==> src/hsk_pkg.sv <==
package hsk_pkg;

    ////////////////////////////////////////
    // sizes and limits
    ////////////////////////////////////////

    // one data beat on the udp side carries eight bytes
    localparam int qword_bytes = 8;

    // lane index width within one qword
    localparam int lane_bits = $clog2(qword_bytes);

    // the data fifo holds this many qwords
    localparam int data_depth = 512;

    // a datagram longer than this is never stored, since the count is 9 bits
    localparam int max_qwords = 511;

    // only a handful of datagrams can wait for the host at once
    localparam int count_depth = 4;

    ////////////////////////////////////////
    // types
    ////////////////////////////////////////

    // fill level, wide enough to hold data_depth itself
    typedef logic [9:0] level_t;

    typedef logic [63:0] qword_t;

    // number of qwords stored for one datagram
    typedef logic [8:0] count_t;

    typedef logic [lane_bits-1:0] lane_t;

    // udp header as handed over by the stack
    // length is the datagram length plus 8, in bytes, so dropping the
    // low three bits gives a qword figure that never undercounts the beats
    typedef struct packed {
        logic [31:0] ip;
        logic [15:0] port;
        logic [15:0] length;
    } udp_hdr_t;

    // one beat of udp payload, lane 0 is the first byte on the wire
    typedef struct packed {
        logic [63:0] data;
        logic [7:0]  keep;
        logic        last;
    } udp_beat_t;

    // admission states of the receive side
    typedef enum logic [1:0] {
        rx_idle,
        rx_store,
        rx_complete,
        rx_dump
    } rx_state_t;

endpackage

==> src/hsk_spi_readout.sv <==
`timescale 1ns/1ps

module hsk_spi_readout (
    input  logic            aclk,
    input  logic            aresetn,
    input  logic            cs_b,
    input  logic            sclk,
    output logic            miso,
    output logic            irq,
    input  logic            count_valid,
    input  hsk_pkg::count_t count,
    output logic            count_rd,
    input  logic            data_valid,
    input  hsk_pkg::qword_t data,
    output logic            data_rd
);

    ////////////////////////////////////////
    // serial input sampling
    ////////////////////////////////////////

    // bits 0 and 1 synchronize, bit 2 is the previous synchronized level
    logic [2:0] cs_sr;
    logic [2:0] sclk_sr;
    logic       cs_fall;
    logic       cs_rise;
    logic       sclk_rise;

    assign cs_fall   = cs_sr[2] && !cs_sr[1];
    assign cs_rise   = !cs_sr[2] && cs_sr[1];
    assign sclk_rise = !sclk_sr[2] && sclk_sr[1];

    ////////////////////////////////////////
    // readout state
    ////////////////////////////////////////

    logic            reading;
    logic            draining;
    logic            reload;
    logic [2:0]      bit_cnt;
    hsk_pkg::lane_t  lane;
    hsk_pkg::lane_t  next_lane;
    hsk_pkg::count_t qw_idx;
    logic [7:0]      hold;
    logic            last_lane;
    logic            last_qword;
    logic            byte_done;

    assign next_lane  = lane + 1'b1;
    assign last_lane  = (lane == hsk_pkg::lane_t'(hsk_pkg::qword_bytes - 1));
    assign last_qword = (qw_idx == count - 1'b1);

    // the eighth rising edge of a byte, when nothing with higher priority is pending
    assign byte_done = reading && !cs_rise && !reload && sclk_rise && (bit_cnt == 3'd7);

    // the head qword is done after its last lane, or at once while draining
    assign data_rd  = (byte_done && last_lane) || draining;
    // and the count goes with the final qword of the datagram
    assign count_rd = data_rd && last_qword;

    // msb first out of the holding register, zero whenever idle
    assign miso = hold[7];

    always_ff @(posedge aclk) begin
        if (!aresetn) begin
            cs_sr    <= '1;
            sclk_sr  <= '0;
            reading  <= 1'b0;
            draining <= 1'b0;
            reload   <= 1'b0;
            bit_cnt  <= '0;
            lane     <= '0;
            qw_idx   <= '0;
            hold     <= '0;
            irq      <= 1'b0;
        end else begin
            cs_sr   <= {cs_sr[1:0], cs_b};
            sclk_sr <= {sclk_sr[1:0], sclk};

            // irq drops for at least one cycle after each datagram leaves
            // and comes back if another count is already waiting
            irq <= count_valid && !count_rd;

            if (draining) begin
                // one qword per cycle until the whole datagram is gone
                qw_idx <= qw_idx + 1'b1;
                if (last_qword) begin
                    draining <= 1'b0;
                end
            end else if (reading && cs_rise) begin
                // host gave up early, throw away what is left of this datagram
                reading  <= 1'b0;
                draining <= 1'b1;
                reload   <= 1'b0;
                hold     <= '0;
            end else if (reading) begin
                if (reload) begin
                    // the new head qword shows up the cycle after the pop
                    hold   <= data[7:0];
                    reload <= 1'b0;
                end else if (sclk_rise) begin
                    bit_cnt <= bit_cnt + 1'b1;
                    if (bit_cnt != 3'd7) begin
                        hold <= {hold[6:0], 1'b0};
                    end else if (!last_lane) begin
                        lane <= next_lane;
                        hold <= data[8*next_lane +: 8];
                    end else if (last_qword) begin
                        // that was byte count*8, nothing more to send
                        reading <= 1'b0;
                        hold    <= '0;
                    end else begin
                        lane   <= '0;
                        qw_idx <= qw_idx + 1'b1;
                        reload <= 1'b1;
                    end
                end
            end else if (cs_fall && count_valid && data_valid) begin
                // counts are written after their data, so data is always there
                reading <= 1'b1;
                bit_cnt <= '0;
                lane    <= '0;
                qw_idx  <= '0;
                hold    <= data[7:0];
            end
        end
    end

endmodule

==> config.mk <==
export PLATFORM = sky130hd
export DESIGN_NAME = hsk_spi_readout
export DESIGN_NICKNAME = d
export VERILOG_FILES = /design/src/hsk_pkg.sv /design/src/hsk_spi_readout.sv
export SDC_FILE = /design/constraint.sdc
export NUM_CORES = 1
export LEC_CHECK = 0
export BUFFER_PORTS_ARGS = -buffer_cell sky130_fd_sc_hd__buf_2
export CORE_ASPECT_RATIO = 0.6
export CORE_MARGIN = 2
export CORE_UTILIZATION = 55
export CTS_CLUSTER_SIZE = 8
export DETAILED_ROUTE_END_ITERATION = 16
export GPL_TIMING_DRIVEN = 0
export PLACE_DENSITY = 0.86
export SLEW_MARGIN = 20
export SYNTH_ARGS = -nofsm -noshare
export SYNTH_HDL_FRONTEND = slang
export SYNTH_SLANG_ARGS = --single-unit
==> constraint.sdc <==
create_clock -name aclk -period 6.95 [get_ports aclk]
set_input_delay 1.39 -clock aclk [delete_from_list [all_inputs] [get_ports aclk]]
set_output_delay 1.39 -clock aclk [all_outputs]
set_load 0.1 [all_outputs]
* After elaboration in Yosys (flattened, before gate mapping)
Index checks and enable logic that the tools add are counted.
** Storage, ports and cells
- Logic and storage cells :: 105
- Flip-flop bits (word level) :: 33
- Input bits :: 79
** Cells by class
- Reduce and logical (&&, ||, !) cells :: 29
- Bitwise gates (word level) :: 2
- Mux-type cells :: 43
- Shift-type cells :: 1
- Equal/unequal tests :: 16
- $add $sub $neg :: 4
** Operators by type and width (count)
- $mux 9 :: 9
- $mux 8 :: 8
- $shiftx 64x7->8 :: 1
- $mux 3 :: 10
- $mux 1 :: 16
- $ne 3x3->1 const B :: 5
- $reduce_and 7->1 :: 2
- $logic_and 1x1->1 :: 13
- $add 9x1->9 const B :: 1
- $eq 9x9->1 :: 1
- $sub 9x1->9 const B :: 1
- $ne 2x2->1 const B :: 4
- $add 3x1->3 const B :: 2
- $eq 3x3->1 const B :: 2
- $logic_not 1->1 :: 6
- $ne 6x3->1 const B :: 1
- $reduce_bool 3->1 :: 2
- $reduce_and 5->1 :: 1
- $ne 4x2->1 const B :: 1
- $reduce_and 4->1 :: 1
- $reduce_bool 2->1 :: 2
- $ne 3x1->1 const B :: 1
- $ne 3x2->1 const B :: 1
- $not 1->1 :: 2
- 2 further kinds :: 2

* Logic depth before layout (Yosys ltp)
Gate-level depths: netlist (run 1).
- Depth after elaboration :: 12
- Mapped depth :: 11
- Mapped depth without buffers :: 10

* Worst setup path after synthesis (run 1)
No wires, ideal clock.
- Path kind :: input port to output port
- Start :: input port count[0]
- End :: output port count_rd
- Path slack :: 1.333 ns
- Arrival :: 4.227 ns
- Stages :: 8
- Cells stage by stage :: inv_1 -> ha_1 -> or3b_1 -> nor3_4 -> mux2i_1 -> o31ai_1 -> a211o_4 -> nor2b_1
** On the way
- Word-level cells in the longest chain between the ends :: 3
** Ends and longest elaborated chain
- from (decl) :: line hsk_spi_readout.sv:11 : input hsk_pkg::count_t count,
- $sub 9x1->9 :: line hsk_spi_readout.sv:51 : assign last_qword = (qw_idx == count - 1'b1);
- $eq 9x9->1 :: line hsk_spi_readout.sv:51
- $logic_and 1x1->1 :: line hsk_spi_readout.sv:59 : assign count_rd = data_rd && last_qword;
- to (decl) :: line hsk_spi_readout.sv:12 : output logic count_rd,
No other way between the ends.

* Worst setup path in the final report (run 1)
Same ends and word-level chain as after synthesis.

==> tab_implementation.tex, run 1 <==
\begin{tabular}{lr}
\hline
Metric & Value \\
\hline
\multicolumn{2}{l}{\textbf{Synthesis}} \\
\quad Share of flip-flops with an asynchronous set or reset after synthesis & 0\% \\
\quad Seq/Total Area, Yosys & 26.9\% \\
\quad Distinct cell type count after synthesis & 48 \\
\quad Cell count after synthesis & approximately 270 \\
\quad Average size of a mapped cell & 9.21 sq um \\
\quad Most used DFF post-synth & sky130\_fd\_sc\_hd\_\_dfxtp\_1 \\
\quad Post-synth net total & 352 \\
\quad Number of flops mapped to enable cells by yosys & 0 \\
\quad Synthesized flop and latch total & 33 \\
\quad Synthesized area & 2460 sq um \\
\quad Number of synthesis warnings & 0 \\
\multicolumn{2}{l}{\textbf{Clock tree}} \\
\quad Clock buffer depth & 2 \\
\quad Total CTS buffers & 5 \\
\quad Buffer cell driving the clock tree root & sky130\_fd\_sc\_hd\_\_clkbuf\_8 \\
\quad Post-cts hold buffer count & 0 \\
\quad Number of levels in the clock H-tree & 2 \\
\quad Clock tree from TritonCTS & built \\
\quad Number of clock sinks & 33 \\
\quad Gates resized, CTS repair & 0 \\
\quad Number of setup buffers added after CTS & 0 \\
\quad Worst-Skew Late Latency & 0.29 ns \\
\quad Clock slew at reported path FFs & roughly 0.060 ns \\
\multicolumn{2}{l}{\textbf{Global routing}} \\
\quad Gr usage total & 28.9\% \\
\quad Initial antenna violation count & 0 \\
\quad Maximum number of pins on one net before global-route repair & 11 \\
\quad Vias in the first global route & 2323 \\
\quad GRT overflow & 0 \\
\quad First-pass GRT wire length & $\sim$11 mm \\
\multicolumn{2}{l}{\textbf{STA}} \\
\quad Hold violation total from the final report & 0 \\
\quad Slew @ Worst Pin & roughly 1.0 ns \\
\quad Number of pins exceeding their max-slew limit in the final report & 0 \\
\quad Peak clock frequency supported by timing & a little under 0.2 GHz \\
\quad Setup-violating endpoint count in the final report & 0 \\
\quad Min cycle time layout & 5.15 ns \\
\quad Worst Skew & just over 0.004 ns \\
\quad Setup repair after global routing missed its margin & false \\
\quad Final critical-path share of the clock period & 74.1\% \\
\quad Slew HR & 32.0\% \\
\quad Worst setup margin & 1.80 ns \\
\quad TNS Setup & 0 ns \\
\multicolumn{2}{l}{\textbf{Floorplan}} \\
\quad Die boundary width & approximately 90 um \\
\quad Die Area & 5040 sq um \\
\quad Die outline height & 55.8 um \\
\quad Effective utilization at floorplan & about three fifths \\
\quad Number of placement rows & 18 \\
\quad Area inside the core boundary & $\sim$4200 sq um \\
\quad I/O pin count & 83 \\
\multicolumn{2}{l}{\textbf{Worst setup path}} \\
\quad Kind of critical path & input pin to output port \\
\quad Data arrival, critical path & 3.76 ns \\
\quad Critical path data required time & 5.56 ns \\
\quad Sort of element at the end of the critical path & output port \\
\quad Worst Path Max Fanout & 8 \\
\quad Critical path launch point type & input pin \\
\multicolumn{2}{l}{\textbf{Routing}} \\
\quad Ratio of routed vias to standard cells & 6.00 \\
\quad Wire length reported by the detailed router & 6.93 mm \\
\quad Violation count after the first detailed-route iteration & approximately 330 \\
\quad Post-route antenna net violation count & 0 \\
\quad Routed length per instance & 16.7 um \\
\quad Count of vias placed by the detailed router & around 2500 \\
\quad First-pass iteration count of the detailed router & 5 \\
\quad DRC violations left & 0 \\
\multicolumn{2}{l}{\textbf{Final layout}} \\
\quad Filler cells & 331 \\
\quad Fraction of final layout cells with drive strength greater than 1 & 32.3\% \\
\quad Most common library cell in the layout ignoring fill and taps & sky130\_fd\_sc\_hd\_\_buf\_2 \\
\quad Number of nets at the end of the flow & around 440 \\
\quad Fin cells & 416 \\
\quad Antenna diodes & 0 \\
\quad Final core utilization & 72.3\% \\
\quad Most used cells in the layout excluding fill and tap cells & sky130\_fd\_sc\_hd\_\_buf\_2, sky130\_fd\_sc\_hd\_\_dfxtp\_1, sky130\_fd\_sc\_hd\_\_nand2\_1 \\
\quad Relative area change from synthesis to final layout & 23.3\% \\
\multicolumn{2}{l}{\textbf{Job}} \\
\quad Max-capacitance violation count & 0 \\
\multicolumn{2}{l}{\textbf{Placement}} \\
\quad Port bufs & between 80 and 90 \\
\quad HPWL reported at the end of detailed placement & 5.61 mm \\
\quad Cell total after placement & 409 \\
\quad Routability Congestion & between 0.8 and 0.9 \\
\quad Worst slack, placed & 1.81 ns \\
\multicolumn{2}{l}{\textbf{Power and ir drop}} \\
\quad Leak pwr & 1.25 nW \\
\quad Max VDD drop & 121 uV \\
\quad Power density cells & 136 nW/um\^{}2 \\
\multicolumn{2}{l}{\textbf{Worst hold path}} \\
\quad Class of the tightest hold or removal check & flop to flop \\
\multicolumn{2}{l}{\textbf{Status}} \\
\quad Status & complete, no violations \\
\hline
\end{tabular}
[final cells by class]
cell class / instances / area, sq um / share of cell area, %
clock buffer: 7 / 86.3 / 2.85
sequential: 33 / 661 / 21.8
buffer: 15 / 63.8 / 2.11
multi-input combinational: 206 / 1690 / 55.6
inverter: 13 / 48.8 / 1.61
tap: 60 / 75.1 / 2.48
timing repair buffer: 82 / 410 / 13.5
[registers in the layout (all words and copies together) (netlist names)]
register  cells
bit_cnt       3
cs_sr         3
draining      1
hold          8
irq           1
lane          3
qw_idx        9
reading       1
reload        1
sclk_sr       3
[power by group]
group | leakage (nW) | total [mW] | switching, mW | internal (mW)
Sequential | 0.267 | 0.194 | 0.00162 | 0.192
Clock | 0.0443 | 0.148 | 0.0696 | 0.0786
Combinational | 0.937 | 0.0708 | 0.0354 | 0.0354
[metrics by stage]
step           area (sq um)  power [mW]  hold WS [ns]
2_1_floorplan          2460       0.234         0.386
6_report               3030       0.413         0.419
5_1_grt                3030       0.430         0.447
3_5_place_dp           2940       0.268         0.414
3_3_place_gp           2940       0.265         0.388
4_1_cts                3030       0.412         0.428
[worst paths after layout]
check	startpoint	depth (start not counted)	to	slack, ns
max reg2reg	lane[0]	7	hold[0]	4.35
min	cs_sr[0]	1	cs_sr[1]	0.42
min reg2reg	cs_sr[0]	1	cs_sr[1]	0.42
max	count[0]	10	count_rd	1.80
[cells by family (layout without fill, tap and decap cells)]
family                     count (synthesis)  in the layout  synth area share, %
muxes                                     37             37                 23.3
DFF                                       33             33                 26.9
AOI/OAI and AO/OA                         49             49                 16.0
buffers and inverters                     28            117                 4.58
xor gates and xnor gates                   9              9                 3.21
and+or+nand+nor                          105            105                 23.0
adders and majority gates                  6              6                 3.05
[synthesized netlist by cell type (2+ instances only)]
library cell                n  area share (%)
sky130_fd_sc_hd__nor2b_1    7             1.8
sky130_fd_sc_hd__nor3_1     7             1.4
sky130_fd_sc_hd__inv_1     13             2.0
sky130_fd_sc_hd__a211o_1    2            0.71
sky130_fd_sc_hd__o31ai_1    3            0.92
sky130_fd_sc_hd__o221ai_1   7             2.5
sky130_fd_sc_hd__buf_1      2            0.31
sky130_fd_sc_hd__o311ai_0   4             1.4
sky130_fd_sc_hd__a21oi_1    4            0.81
sky130_fd_sc_hd__o211ai_1   8             2.4
sky130_fd_sc_hd__clkbuf_1  12             1.8
sky130_fd_sc_hd__mux2i_1   20             8.1
sky130_fd_sc_hd__o21ai_0    4            0.81
sky130_fd_sc_hd__a31oi_1    5             1.3
sky130_fd_sc_hd__or2_2      2            0.51
sky130_fd_sc_hd__nand3_1    9             1.8
sky130_fd_sc_hd__nor2_1    14             2.1
sky130_fd_sc_hd__xor2_1     4             1.4
sky130_fd_sc_hd__mux4_2    16              15
sky130_fd_sc_hd__and2_1     6             1.5
sky130_fd_sc_hd__xnor2_1    5             1.8
sky130_fd_sc_hd__nand4_1    7             1.8
sky130_fd_sc_hd__nand4b_1   2            0.71
sky130_fd_sc_hd__dfxtp_1   33              27
sky130_fd_sc_hd__ha_1       6             3.1
sky130_fd_sc_hd__a21boi_0   3            0.92
sky130_fd_sc_hd__nand2b_1   8             2.0
sky130_fd_sc_hd__nand3b_1   2            0.61
sky130_fd_sc_hd__and3b_1    3             1.1
sky130_fd_sc_hd__nand2_1   31             4.7
[critical path, stage by stage]
cell	delay, ns
sky130_fd_sc_hd__buf_2	0.12
sky130_fd_sc_hd__inv_1	0.05
sky130_fd_sc_hd__ha_1	0.21
sky130_fd_sc_hd__or3b_1	0.43
sky130_fd_sc_hd__o21ba_2	0.22
sky130_fd_sc_hd__a31oi_1	0.15
sky130_fd_sc_hd__nand4_1	0.18
sky130_fd_sc_hd__a211o_4	0.39
sky130_fd_sc_hd__nor2b_1	0.16
sky130_fd_sc_hd__buf_2	0.45
[layer usage]
layer	GRT usage, %	wire [um]
met4	5.27	57
met5	0	0
met3	6.50	601
met2	41.7	2930
met1	44.4	3340
Note: power is estimated with default switching activity, not from simulation.
==> run 2, diff against run 1 <==
--- a/config.mk
+++ b/config.mk
@@ -8,11 +8,11 @@
 export BUFFER_PORTS_ARGS = -buffer_cell sky130_fd_sc_hd__buf_2
 export CORE_ASPECT_RATIO = 0.6
 export CORE_MARGIN = 2
-export CORE_UTILIZATION = 55
+export CORE_UTILIZATION = 51
 export CTS_CLUSTER_SIZE = 8
 export DETAILED_ROUTE_END_ITERATION = 16
 export GPL_TIMING_DRIVEN = 0
-export PLACE_DENSITY = 0.86
+export PLACE_DENSITY = 0.81
 export SLEW_MARGIN = 20
 export SYNTH_ARGS = -nofsm -noshare
 export SYNTH_HDL_FRONTEND = slang
==> constraint.sdc (replaced) <==
create_clock -name aclk -period 4.82 [get_ports aclk]
set_input_delay 0.964 -clock aclk [delete_from_list [all_inputs] [get_ports aclk]]
set_output_delay 0.964 -clock aclk [all_outputs]
set_load 0.1 [all_outputs]
==> run 2 against run 1 <==
Effect of this change: critical path depth did not move; sequential power rose by 44%; wire length fell by 1.5%; non-clock buffer count did not move; via count rose by 0.48%; largest cell class unchanged.
==> tab_implementation.tex, run 2 (synthesis results as in run 1) <==
\begin{tabular}{lr}
\hline
Metric & Value \\
\hline
\multicolumn{2}{l}{\textbf{Status}} \\
\quad Status & complete, no violations \\
\multicolumn{2}{l}{\textbf{Clock tree}} \\
\quad Number of levels in the clock H-tree & 2 (unchanged) \\
\quad Worst-Skew Late Latency & 0.29 ns (about the same) \\
\quad Number of clock sinks & 33 (unchanged) \\
\quad Clock buffer depth & 2 (unchanged) \\
\quad Clock slew at reported path FFs & 0.07 ns (about the same) \\
\quad Total CTS buffers & 5 (unchanged) \\
\quad Number of setup buffers added after CTS & 0 (unchanged) \\
\quad Buffer cell driving the clock tree root & sky130\_fd\_sc\_hd\_\_clkbuf\_8 \\
\quad Post-cts hold buffer count & 0 (unchanged) \\
\quad Clock tree from TritonCTS & built \\
\quad Gates resized, CTS repair & 0 (unchanged) \\
\multicolumn{2}{l}{\textbf{Final layout}} \\
\quad Number of nets at the end of the flow & 441 (unchanged) \\
\quad Fraction of final layout cells with drive strength greater than 1 & 32.8\% (+0.47 points) \\
\quad Relative area change from synthesis to final layout & 24.0\% \\
\quad Most used cells in the layout excluding fill and tap cells & sky130\_fd\_sc\_hd\_\_buf\_2, sky130\_fd\_sc\_hd\_\_dfxtp\_1, sky130\_fd\_sc\_hd\_\_nand2\_1 \\
\quad Largest register FFs & 9 (unchanged) \\
\quad Antenna diodes & 0 (unchanged) \\
\quad Most common library cell in the layout ignoring fill and taps & sky130\_fd\_sc\_hd\_\_buf\_2 \\
\quad Largest register by flop count & qw\_idx \\
\quad Largest registers & qw\_idx x9, hold x8 \\
\multicolumn{2}{l}{\textbf{STA}} \\
\quad Final critical-path share of the clock period & around nine tenths \\
\quad Peak clock frequency supported by timing & 0.233 GHz \\
\quad Setup repair after global routing missed its margin & false \\
\quad TNS Setup & 0 ns (unchanged) \\
\quad Number of pins exceeding their max-slew limit in the final report & 0 (unchanged) \\
\quad Setup-violating endpoint count in the final report & 0 (unchanged) \\
\quad Hold violation total from the final report & 0 (unchanged) \\
\quad Worst Skew & 0.00256 ns (-0.00154 ns) \\
\quad Slew HR & 25.6\% (-6.4 points) \\
\quad Min cycle time layout & 4.30 ns \\
\quad Slew @ Worst Pin & 1.11 ns (+0.0952 ns) \\
\multicolumn{2}{l}{\textbf{Placement}} \\
\quad Port bufs & 82 (unchanged) \\
\quad Routability Congestion & 0.836 (-5.7\%) \\
\quad HPWL reported at the end of detailed placement & 5.44 mm (-2.9\%) \\
\multicolumn{2}{l}{\textbf{Worst setup path}} \\
\quad Sort of element at the end of the critical path & output port \\
\quad Depth of the most critical reg-to-reg path & 8 (+1) \\
\quad Critical path data required time & 3.86 ns (-1.70 ns) \\
\quad Worst Path Max Fanout & 8 (unchanged) \\
\quad Kind of critical path & input pin to output port \\
\quad Data arrival, critical path & 3.33 ns (-0.43 ns) \\
\quad Critical path launch point type & input pin \\
\multicolumn{2}{l}{\textbf{Power and ir drop}} \\
\quad Net Sw Frac & 25.7\% (-0.13 points) \\
\quad Relative contribution of sequential cells to total power & 45.4\% (-1.6 points) \\
\quad Max VDD drop & 177 uV (+46\%) \\
\quad Combinational Power Share & 16.6\% (-0.6 points) \\
\quad PnR Total Power & 0.615 mW (+49\%) \\
\quad Cell Int Power & 0.457 mW (+49\%) \\
\quad Switching power total & 0.158 mW (+48\%) \\
\quad Leak pwr & 1.26 nW (+0.79\%) \\
\quad Part of the total power dissipated in the clock network & 38.0\% (+2.1 points) \\
\quad Power density cells & 202 nW/um\^{}2 (+48\%) \\
\multicolumn{2}{l}{\textbf{Global routing}} \\
\quad Vias in the first global route & 2172 (-6.5\%) \\
\quad Gr usage total & 26.2\% (-2.7 points) \\
\quad Initial antenna violation count & 0 (unchanged) \\
\quad First-pass GRT wire length & 10.9 mm (-4.6\%) \\
\quad Maximum number of pins on one net before global-route repair & 11 (unchanged) \\
\quad GRT overflow & 0 (unchanged) \\
\multicolumn{2}{l}{\textbf{Routing}} \\
\quad Metal-1 WL & 3.20 mm (-4.3\%) \\
\quad Post-route antenna net violation count & 0 (unchanged) \\
\quad Violation count after the first detailed-route iteration & 254 (-22\%) \\
\quad Count of vias placed by the detailed router & 2507 (+0.48\%) \\
\quad Wire length reported by the detailed router & 6.83 mm (-1.5\%) \\
\quad Length of routed met2 wiring & 2.84 mm (-3.0\%) \\
\quad Highest routed metal layer & met4 \\
\quad Detailed route wirelength on metal3 & 700 um (+16\%) \\
\quad First-pass iteration count of the detailed router & 5 (unchanged) \\
\quad Routed length per instance & 16.3 um (-2.4\%) \\
\quad DRC violations left & 0 (unchanged) \\
\quad Ratio of routed vias to standard cells & 5.97 (-0.48\%) \\
\multicolumn{2}{l}{\textbf{Floorplan}} \\
\quad I/O pin count & 83 (unchanged) \\
\quad Number of placement rows & 19 (+1) \\
\quad Area inside the core boundary & 4610 sq um (+10\%) \\
\quad Die outline height & 57.8 um (+3.6\%) \\
\quad Die Area & 5410 sq um (+7.4\%) \\
\quad Effective utilization at floorplan & 53.3\% (-5.4 points) \\
\quad Die boundary width & 93.6 um (+3.7\%) \\
\multicolumn{2}{l}{\textbf{Job}} \\
\quad Max-capacitance violation count & 0 (unchanged) \\
\multicolumn{2}{l}{\textbf{Worst hold path}} \\
\quad Cell count of the worst hold path & 1 (unchanged) \\
\quad Class of the tightest hold or removal check & flop to flop \\
\hline
\end{tabular}
-- run 2: cell count changes in the layout (fill, tap and decap cells not counted) --
| cell | before | now |
|---|---|---|
| sky130_fd_sc_hd__clkbuf_8 | 6 | 7 |
| sky130_fd_sc_hd__clkinv_2 | 0 | 1 |
| sky130_fd_sc_hd__clkbuf_1 | 13 | 12 |
-- run 2: critical path, cell delays in order --
cell                      delay, ns
sky130_fd_sc_hd__buf_2         0.13
sky130_fd_sc_hd__inv_1         0.06
sky130_fd_sc_hd__ha_1          0.20
sky130_fd_sc_hd__or3b_1        0.43
sky130_fd_sc_hd__o21ba_2       0.22
sky130_fd_sc_hd__a31oi_1       0.14
sky130_fd_sc_hd__nand4_1       0.19
sky130_fd_sc_hd__a211o_4       0.40
sky130_fd_sc_hd__nor2b_1       0.16
sky130_fd_sc_hd__buf_2         0.45
-- run 2: area by class of cell --
class,instances,area (sq um)
multi-input combinational,206,1690
fill,395,1560
sequential,33,661
timing repair buffer,82,410
clock buffer,7,96.3
tap,63,78.8
buffer,15,63.8
inverter,13,48.8
clock inverter,1,5.00
-- run 2: path summary, 6_finish.rpt --
check | slack, ns | from | end
min reg2reg | 0.41 | cs_sr[0] | cs_sr[1]
min | 0.41 | cs_sr[0] | cs_sr[1]
max | 0.52 | count[0] | count_rd
max reg2reg | 2.13 | lane[1] | hold[1]
-- run 2: per-stage QoR --
step           std cells  setup WS (ns)  cell area, sq um  utilization, %  hold slack (ns)
3_3_place_gp         412          0.572              2950            63.9            0.390
5_1_grt              420          0.374              3050            66.1            0.428
6_report             420          0.523              3050            66.1            0.409
2_1_floorplan        267         0.0553              2460               -            0.386
3_5_place_dp         412          0.534              2950            63.9            0.395
4_1_cts              420          0.523              3050            66.1            0.411
-- run 2: power groups by stage --
stage | Combinational [mW] | Clock (mW) | Sequential [mW]
detailed placement | 0.100 | 0 | 0.286
global route | 0.111 | 0.251 | 0.280
finish | 0.102 | 0.234 | 0.280
CTS | 0.101 | 0.237 | 0.279
global placement | 0.0972 | 0 | 0.285
floorplan | 0.0476 | 0 | 0.290
-- run 2: per-layer routing --
metal  vias up  global-route usage [%]
li1       1183                       -
met1      1172                    42.8
met2       141                    33.9
met3        11                    6.24
met4         0                    7.04
met5         -                       0
==> run 3, diff against run 2 <==
--- a/config.mk
+++ b/config.mk
@@ -6,7 +6,7 @@
 export NUM_CORES = 1
 export LEC_CHECK = 0
 export BUFFER_PORTS_ARGS = -buffer_cell sky130_fd_sc_hd__buf_2
-export CORE_ASPECT_RATIO = 0.6
+export CORE_ASPECT_RATIO = 1.75
 export CORE_MARGIN = 2
 export CORE_UTILIZATION = 51
 export CTS_CLUSTER_SIZE = 8
==> run 3 against run 2 <==
Effect of this change: largest power group unchanged; highest routed layer unchanged; fmax is 0.41% lower; global-route usage shrank 1.8 points; total power shrank 6.7%; largest cell class unchanged; wire length fell by 8.2%; flip-flop and latch count stayed put; clock skew up 0.0059 ns; register-to-register slack better by 0.12 ns; final cell count shrank 2.6%; combinational power down 4%; sequential share of layout area rose by 0.23 points.
==> tab_implementation.tex, run 3 (synthesis results as in run 1) <==
\begin{tabular}{lr}
\hline
Metric & Value \\
\hline
\multicolumn{2}{l}{\textbf{Final layout}} \\
\quad Largest registers & qw\_idx x9, hold x8 \\
\quad Most common library cell in the layout ignoring fill and taps & sky130\_fd\_sc\_hd\_\_buf\_2 \\
\quad Fin cells & 409 (-2.6\%) \\
\quad Relative area change from synthesis to final layout & 22.7\% \\
\quad Filler cells & 411 (+4.1\%) \\
\quad Antenna diodes & 0 (unchanged) \\
\quad Final design area excluding fillers & 3020 sq um (-1.1\%) \\
\quad Final core utilization & 64.7\% (-1.5 points) \\
\quad Most used cells in the layout excluding fill and tap cells & sky130\_fd\_sc\_hd\_\_buf\_2, sky130\_fd\_sc\_hd\_\_dfxtp\_1, sky130\_fd\_sc\_hd\_\_nand2\_1 \\
\quad Fraction of final layout cells with drive strength greater than 1 & 32.5\% (-0.28 points) \\
\quad Largest register FFs & 9 (unchanged) \\
\quad Largest register by flop count & qw\_idx \\
\quad Number of nets at the end of the flow & 441 (unchanged) \\
\multicolumn{2}{l}{\textbf{STA}} \\
\quad Hold violation total from the final report & 0 (unchanged) \\
\quad Setup-violating endpoint count in the final report & 0 (unchanged) \\
\quad Worst Skew & 0.00844 ns (+0.00588 ns) \\
\quad Number of pins exceeding their max-slew limit in the final report & 0 (unchanged) \\
\quad Setup repair after global routing missed its margin & false \\
\quad Final critical-path share of the clock period & 89.5\% (+0.37 points) \\
\quad Peak clock frequency supported by timing & 0.232 GHz (-0.41\%) \\
\quad Worst setup margin & 0.506 ns (-0.0178 ns) \\
\quad Min cycle time layout & 4.31 ns (+0.0178 ns) \\
\quad TNS Setup & 0 ns (unchanged) \\
\quad Worst hold margin & 0.410 ns (+0.000422 ns) \\
\quad Slew HR & 37.4\% (+12 points) \\
\quad Slew @ Worst Pin & 0.931 ns (-0.176 ns) \\
\multicolumn{2}{l}{\textbf{Worst setup path}} \\
\quad Cell family contributing the most delay on the critical path & simple AND/OR/NAND/NOR gates \\
\quad Largest incremental delay on the critical path & 0.46 ns (about the same) \\
\quad Worst path slowest cell & sky130\_fd\_sc\_hd\_\_buf\_2 \\
\quad Critical path data required time & 3.86 ns (about the same) \\
\quad Critical path depth & 10 (unchanged) \\
\quad Cell occurring most often along the worst timing path & sky130\_fd\_sc\_hd\_\_buf\_2 \\
\quad Critical path launch point type & input pin \\
\quad Depth of the most critical reg-to-reg path & 8 (unchanged) \\
\quad Kind of critical path & input pin to output port \\
\quad Sort of element at the end of the critical path & output port \\
\quad Cell-by-cell trace of the critical path & buf\_2 -> inv\_1 -> ha\_1 -> or3b\_1 -> nor3\_4 -> mux2i\_1 -> o31ai\_1 -> a211o\_4 -> nor2b\_1 -> buf\_2 \\
\quad Data arrival, critical path & 3.35 ns (+0.02 ns) \\
\quad Worst Path Max Fanout & 8 (unchanged) \\
\quad Number of buffers and inverters on the critical path & 3 (unchanged) \\
\multicolumn{2}{l}{\textbf{Placement}} \\
\quad Cell total after placement & 401 (-2.7\%) \\
\quad Post-Place Cell Area & 2930 sq um (-0.47\%) \\
\quad Port bufs & 82 (unchanged) \\
\quad HPWL reported at the end of detailed placement & 5.05 mm (-7.2\%) \\
\quad Routability Congestion & 0.806 (-3.6\%) \\
\quad Worst slack, placed & 0.478 ns (-0.0555 ns) \\
\multicolumn{2}{l}{\textbf{Clock tree}} \\
\quad Number of levels in the clock H-tree & 2 (unchanged) \\
\quad Gates resized, CTS repair & 0 (unchanged) \\
\quad Number of clock sinks & 33 (unchanged) \\
\quad Number of setup buffers added after CTS & 0 (unchanged) \\
\quad Clock slew at reported path FFs & 0.06 ns (about the same) \\
\quad Buffer cell driving the clock tree root & sky130\_fd\_sc\_hd\_\_clkbuf\_8 \\
\quad Worst-Skew Late Latency & 0.28 ns (about the same) \\
\quad Clock buffer depth & 2 (unchanged) \\
\quad Post-cts hold buffer count & 0 (unchanged) \\
\quad Total CTS buffers & 5 (unchanged) \\
\quad Clock tree from TritonCTS & built \\
\multicolumn{2}{l}{\textbf{Global routing}} \\
\quad Initial antenna violation count & 0 (unchanged) \\
\quad Maximum number of pins on one net before global-route repair & 11 (unchanged) \\
\quad Vias in the first global route & 2577 (+19\%) \\
\quad Gr usage total & 24.4\% (-1.8 points) \\
\quad Met2 track utilization from global routing & 52.6\% (+19 points) \\
\quad Routing usage on met1 & 21.0\% (-22 points) \\
\quad GRT overflow & 0 (unchanged) \\
\quad First-pass GRT wire length & 10.5 mm (-3.6\%) \\
\quad Met3 track utilization from global routing & 3.90\% (-2.3 points) \\
\quad Layer with the highest usage after global routing & met2 \\
\multicolumn{2}{l}{\textbf{Routing}} \\
\quad Routed length per instance & 15.3 um (-5.7\%) \\
\quad First-pass iteration count of the detailed router & 4 (-1) \\
\quad Ratio of routed vias to standard cells & 5.96 (-0.14\%) \\
\quad DRC violations left & 0 (unchanged) \\
\quad Count of vias placed by the detailed router & 2438 (-2.8\%) \\
\quad Post-route antenna net violation count & 0 (unchanged) \\
\quad Wire length reported by the detailed router & 6.28 mm (-8.2\%) \\
\quad Violation count after the first detailed-route iteration & 99 (-61\%) \\
\multicolumn{2}{l}{\textbf{Power and ir drop}} \\
\quad Leak pwr & 1.25 nW (-0.74\%) \\
\quad Max VDD drop & 179 uV (+1.2\%) \\
\quad Power density cells & 190 nW/um\^{}2 (-5.7\%) \\
\quad PnR Total Power & 0.574 mW (-6.7\%) \\
\multicolumn{2}{l}{\textbf{Floorplan}} \\
\quad Die Area & 5410 sq um (about the same) \\
\quad Effective utilization at floorplan & 52.7\% (-0.61 points) \\
\quad I/O pin count & 83 (unchanged) \\
\quad Die boundary width & 56.5 um (-40\%) \\
\quad Number of placement rows & 33 (+14) \\
\quad Area inside the core boundary & 4670 sq um (+1.2\%) \\
\quad Die outline height & 95.9 um (+66\%) \\
\multicolumn{2}{l}{\textbf{Job}} \\
\quad Max-capacitance violation count & 0 (unchanged) \\
\multicolumn{2}{l}{\textbf{Worst hold path}} \\
\quad Class of the tightest hold or removal check & flop to flop \\
\quad Cell count of the worst hold path & 1 (unchanged) \\
\multicolumn{2}{l}{\textbf{Status}} \\
\quad Status & complete, no violations \\
\hline
\end{tabular}
## run 3: area by class of cell
type | instances | area (sq um) | share of cell area, %
Clock inverter | 2 | 10.0 | 0.332
Timing Repair Buffer | 82 | 410 | 13.6
Tap cell | 52 | 65.1 | 2.16
Clock buffer | 6 | 72.6 | 2.41
Inverter | 13 | 48.8 | 1.62
Multi-Input combinational cell | 206 | 1690 | 55.9
Buffer | 15 | 63.8 | 2.12
Sequential cell | 33 | 661 | 21.9
## run 3: worst paths after layout
check / from / to / slack, ns
worst min register to register: cs_sr[0] / cs_sr[1] / 0.41
worst max register to register: lane[1] / hold[3] / 2.25
worst min-delay path: cs_sr[0] / cs_sr[1] / 0.41
worst max-delay path: count[0] / count_rd / 0.51
## run 3: metal layers
layer  wire, um  vias to the layer above
li1           -                     1180
met1       2060                     1145
met2       3710                      103
met3        400                       10
met4        106                        0
met5          0                        -
## run 3: power by group
group | total [mW] | internal [mW] | switching (mW)
combinational | 0.0978 | 0.0510 | 0.0469
sequential | 0.280 | 0.277 | 0.00219
clock | 0.197 | 0.0999 | 0.0970
